--- config.mk ---
export PLATFORM = sky130hd
export DESIGN_NAME = glb_router
export DESIGN_NICKNAME = d
export VERILOG_FILES = /design/src/hdl/glb_pkg.sv /design/src/hdl/glb_router.sv
export SDC_FILE = /design/constraint.sdc
export NUM_CORES = 1
export LEC_CHECK = 0
export ABC_AREA = 1
export CORE_AREA = 2 2 150 152
export DETAILED_ROUTE_END_ITERATION = 7
export DIE_AREA = 0 0 152 154
export DONT_BUFFER_PORTS = 1
export GPL_TIMING_DRIVEN = 0
export PLACE_DENSITY = 0.34
export SLEW_MARGIN = 20
export SYNTH_ARGS = -nofsm -noshare
export SYNTH_HDL_FRONTEND = slang
export SYNTH_SLANG_ARGS = --single-unit
--- constraint.sdc ---
create_clock -name vclk -period 0.85
set_input_delay 0.085 -clock vclk [all_inputs]
set_output_delay 0.085 -clock vclk [all_outputs]
set_load 0.02 [all_outputs]
--- src/hdl/glb_pkg.sv ---
// Global buffer package: data, strobe and address widths, bank count, read latency.

package glb_pkg;

    // ######################################
    // Bank word geometry
    // ######################################

    // Width of one memory word.
    localparam int BANK_DATA_WIDTH = 64;

    // One write strobe per byte of the word.
    localparam int BANK_STRB_WIDTH = BANK_DATA_WIDTH / 8;

    // Word address inside one bank, 1024 words.
    localparam int BANK_ADDR_WIDTH = 10;

    // ######################################
    // Buffer organisation
    // ######################################

    // Number of SRAM banks behind the ports.
    localparam int NUM_BANKS = 4;

    // Bank select field width.
    // Must cover NUM_BANKS.
    localparam int BANK_SEL_WIDTH = 2;

    // Full request address.
    // Bank select sits in the upper bits, word address in the lower bits.
    localparam int GLB_ADDR_WIDTH = BANK_SEL_WIDTH + BANK_ADDR_WIDTH;

    // ######################################
    // Pipeline timing
    // ######################################

    // Enabled edges from a sampled rd_en to rd_data_valid.
    // Request register, memory read register, response register.
    localparam int RD_LATENCY = 3;

endpackage

--- src/hdl/glb_router.sv ---
// Router: bank select decode for write and read requests, bank response merge.

`timescale 1ns/1ps

module glb_router (
    // Requests from the ports.
    input  logic                                wr_en,
    input  logic [glb_pkg::GLB_ADDR_WIDTH-1:0]  wr_addr,
    input  logic                                rd_en,
    input  logic [glb_pkg::GLB_ADDR_WIDTH-1:0]  rd_addr,

    // Per-bank requests.
    output logic [glb_pkg::NUM_BANKS-1:0]       bank_wr_en,
    output logic [glb_pkg::NUM_BANKS-1:0]       bank_rd_en,
    output logic [glb_pkg::BANK_ADDR_WIDTH-1:0] bank_wr_addr,
    output logic [glb_pkg::BANK_ADDR_WIDTH-1:0] bank_rd_addr,

    // Per-bank responses.
    input  logic [glb_pkg::BANK_DATA_WIDTH-1:0] bank_rd_data [glb_pkg::NUM_BANKS],
    input  logic [glb_pkg::NUM_BANKS-1:0]       bank_rd_data_valid,
    input  logic [glb_pkg::NUM_BANKS-1:0]       bank_rd_collision,

    // Merged response.
    output logic [glb_pkg::BANK_DATA_WIDTH-1:0] rd_data,
    output logic                                rd_data_valid,
    output logic                                rd_collision
);

    // Bank select fields.
    logic [glb_pkg::BANK_SEL_WIDTH-1:0] wr_sel;
    logic [glb_pkg::BANK_SEL_WIDTH-1:0] rd_sel;

    // ######################################
    // Request decode
    // ######################################

    // Upper bits pick the bank.
    assign wr_sel = wr_addr[glb_pkg::GLB_ADDR_WIDTH-1 -: glb_pkg::BANK_SEL_WIDTH];
    assign rd_sel = rd_addr[glb_pkg::GLB_ADDR_WIDTH-1 -: glb_pkg::BANK_SEL_WIDTH];

    // Lower bits go to every bank.
    assign bank_wr_addr = wr_addr[glb_pkg::BANK_ADDR_WIDTH-1:0];
    assign bank_rd_addr = rd_addr[glb_pkg::BANK_ADDR_WIDTH-1:0];

    // One-hot enables.
    always_comb begin
        for (int i = 0; i < glb_pkg::NUM_BANKS; i++) begin
            bank_wr_en[i] = wr_en && (wr_sel == i[glb_pkg::BANK_SEL_WIDTH-1:0]);
            bank_rd_en[i] = rd_en && (rd_sel == i[glb_pkg::BANK_SEL_WIDTH-1:0]);
        end
    end

    // ######################################
    // Response merge
    // ######################################

    // At most one bank is valid per cycle.
    // Idle bank data is masked off by its valid bit.
    always_comb begin
        rd_data = '0;
        for (int i = 0; i < glb_pkg::NUM_BANKS; i++) begin
            if (bank_rd_data_valid[i]) begin
                rd_data = rd_data | bank_rd_data[i];
            end
        end
    end

    // Pulses simply OR together.
    assign rd_data_valid = |bank_rd_data_valid;
    assign rd_collision  = |bank_rd_collision;

endmodule

======== Yosys cells after proc, flatten, opt, wreduce, memory -nomap -nowiden ========
Cells that the tools add are included.
operators by class
  mux-type cells .......................... 4
  reductions and logical operators ........ 12
  equal/unequal tests ..................... 6
  bitwise logic cells ..................... 3
operators by type and width
  cell                  number
  $mux W64              4
  $or A64 B64 Y64       3
  $eq A2 B2 Y1 const B  4
  $logic_and A1 B1 Y1   8
  $reduce_or A4 Y1      2
  $eq A2 B1 Y1 const B  2
  $logic_not A2 Y1      2
word-level totals
  flip-flop bits (word level) ............. 0
  output and inout port bits .............. 94

======== Depth between registers and ports, before layout ========
  depth in word-level cells ............... 7
  gate-level depth with buffers ........... 6
  gate-level depth less buffers ........... 4

======== Worst setup path after synthesis ========
Ideal clock, no wire load.
  path type ............................... input to output
  start point ............................. in bank_rd_data_valid[3] (netlist bit)
  end point ............................... out rd_data[10] (netlist bit)
  cell stages on the path ................. 6
  slack ................................... 0.120 ns
  arrival ................................. 0.645 ns
  data required time ...................... 0.765 ns
  path through ............................ buf_4 -> buf_4 -> nand2_1 -> nand2_1 -> inv_1 -> nand2_1
between the ends
  word-level cells in the longest chain between the ends .. 1
RTL lines
  item         RTL line          RTL
  from (decl)  glb_router.sv:20  input logic [glb_pkg::NUM_BANKS-1:0] bank_rd_data_valid,
  $mux W64     glb_router.sv:62  if (bank_rd_data_valid[i]) begin
  to (decl)    glb_router.sv:24  output logic [glb_pkg::BANK_DATA_WIDTH-1:0] rd_data,
No other way between the ends.

======== Final worst setup path ========
  start point ............................. in bank_rd_data_valid[2] (netlist bit)
  end point ............................... out rd_data[25] (netlist bit)
between the ends
  word-level cells in the longest chain between the ends .. 3
RTL lines
  item             RTL line          RTL
  $mux W64 (*)     glb_router.sv:62
  $or A64 B64 Y64  glb_router.sv:63  rd_data = rd_data | bank_rd_data[i];
  $mux W64 (*)     glb_router.sv:62
Mark *: on every way between the ends. The rest lies on a longest branch, timed or not.

==> run summary <==
# Post-CTS Setup Buffers: 0
Initial antenna violation count: 0
Top post-synthesis cells by area: nand2_1 (65%), inv_1 (19%), buf_4 (11%)
XOR/XNOR Fraction of Synth Area: 0
Final setup margin: 0.0425 ns
Placer congestion estimate: 0.723
Drt drc: 0
Die Width: 152 µm
Tmin final: 0.808 ns
Vias in the first global route: 3,288
Gate Count Post-Synth: 644
WHS Path Cells: 1
Max Cap Violations: 0
Top-area cell type share of the netlist area: 0.646
Routed WL: 12,200 µm
CORE AREA: 0.0217 mm²
Kind of end point of the critical path: output pin
Outcome: finished clean
First-pass GRT wire length: 17,800 µm
Setup WS pre-CTS: -0.217 ns
Die H: 154 µm
Final Hold Fails: 0
Register area: 0 µm²
Simple-Gate Fraction of Synth Area: 0.667
Vias/cell: 3.70
FILL cells: 2,609
Layout cells sized above 1: 0.141
Adder-Cell Fraction of Synth Area: 0
Worst Path Arrival: 0.72 ns
Pins over their slew limit: 0
CP required: 0.76 ns
Met1 usage: 0.104
Leading area contributor after synthesis: nand2_1
Compound-Gate Fraction of Synth Area: 0
Worst-margin pin slew: 0.655 ns
Lkg Pwr: 2.23 nW
Max Clk Rate: 1.24 GHz
Syn-to-layout area delta: 22.3%
Tot GR Track Use: 0.0941
Worst setup SP type: primary input
Met2 usage: 0.191
GR Util met3: 0.0163
DR pass1 iterations: 6
Initial core utilization: 0.121
Worst slew margin: 0.560
Final setup violation count: 0
Synth Net Count: 934
YS warnings: 0
Final antenna-violating net count: 0
Num sequential: 0
Total power per unit cell area: 587 mW/mm²
Initial DRC Count: 180
Post-synthesis mux area share: 0
Top Ports: 384
Number of clock buffers in the layout: 0
Die area: 0.0234 mm²
Largest net degree at the start of global routing: 11
Distinct cells, synth: 7
Register area share after synthesis: 0
VDD IR-drop max: 0.000132 V
GR peak layer: met2
Port bufs: 0
Post-DP HPWL: 10,600 µm
Hold crit path type: primary input to output pin
Hold WS: 0.254 ns
Final Cell Area: 0.00320 mm²
Period utilization: 0.950
Vias: 3,415
Top fanout value on the critical path: 10
Layout Nets: 936
Placed Cells: 924
Post-DP Area: 0.00297 mm²
RSZ-0062 raised after global routing: false
Avg Synthesized Cell Area: 4.06 µm²
DR WL/cell: 13.2 µm
GRT overflow: 0
CP Class: primary input to output pin
Mapped cell area: 0.00262 mm²
Rows: 54
Finished Layout Cells: 924
Largest family of logic cells by synthesized area: simple AND/OR/NAND/NOR gates
Number of diodes: 0
==> layer usage <==
| metal | vias up | routed length, µm |
|---|---|---|
| li1 | 1761 | - |
| met1 | 1427 | 4510 |
| met2 | 219 | 6620 |
| met3 | 8 | 975 |
| met4 | 0 | 133 |
| met5 | - | 0 |
==> path summary, 6_finish.rpt <==
path,start,to
worst max-delay path,bank_rd_data_valid[2],rd_data[25]
worst min-delay path,rd_addr[11],bank_rd_en[0]
==> synth_stat cells <==
master   number
nand2_1     450
buf_6         5
buf_2         4
buf_4        39
nor3_1        8
nor2_1        4
inv_1       134
==> through the flow <==
step	utilization	TNS [ns]	power, mW
finish	0.148	0	1.88
CTS	0.145	0	1.87
floorplan	-	0	1.44
detailed placement	0.137	-7.15	1.75
global placement	0.137	-7.66	1.75
global route	0.148	0	2.11
==> report_power, final <==
part / leakage, nW / internal [mW] / switching, mW / total [mW]
Clock: 0 / 0 / 0 / 0
Sequential: 0 / 0 / 0 / 0
Combinational: 2.23 / 0.593 / 1.29 / 1.88
Total: 2.23 / 0.593 / 1.29 / 1.88
==> critical path, stage by stage <==
cell and delay (ns):
buf_12 0.14, buf_6 0.15, nand2_1 0.08, nand2_1 0.06, inv_1 0.03, nand2_1 0.16
==> layout by cell type, fill, tap and decap left out <==
cell type  instances
nor3_1             8
buf_4             20
nand2_2           43
buf_8              3
buf_6             16
inv_1            134
buf_12             5
buf_2              4
nor2_1             4
nand2_1          407
==> cell families after synthesis <==
group,after synthesis
buf+inv,182
simple gates,462
==> final cells by class <==
cell class,instances,area (µm²),share of cell area
multi-input combinational,462,1850,0.579
inverter,134,503,0.157
buffer,48,495,0.155
tap,280,350,0.109
==> timing repair <==
action,4_1_cts,5_1_grt
pin swaps,1,0
hold buffers,0,0
resized for setup,57,18
setup endpoints to repair,52,29
(Power assumes the default switching activity.)
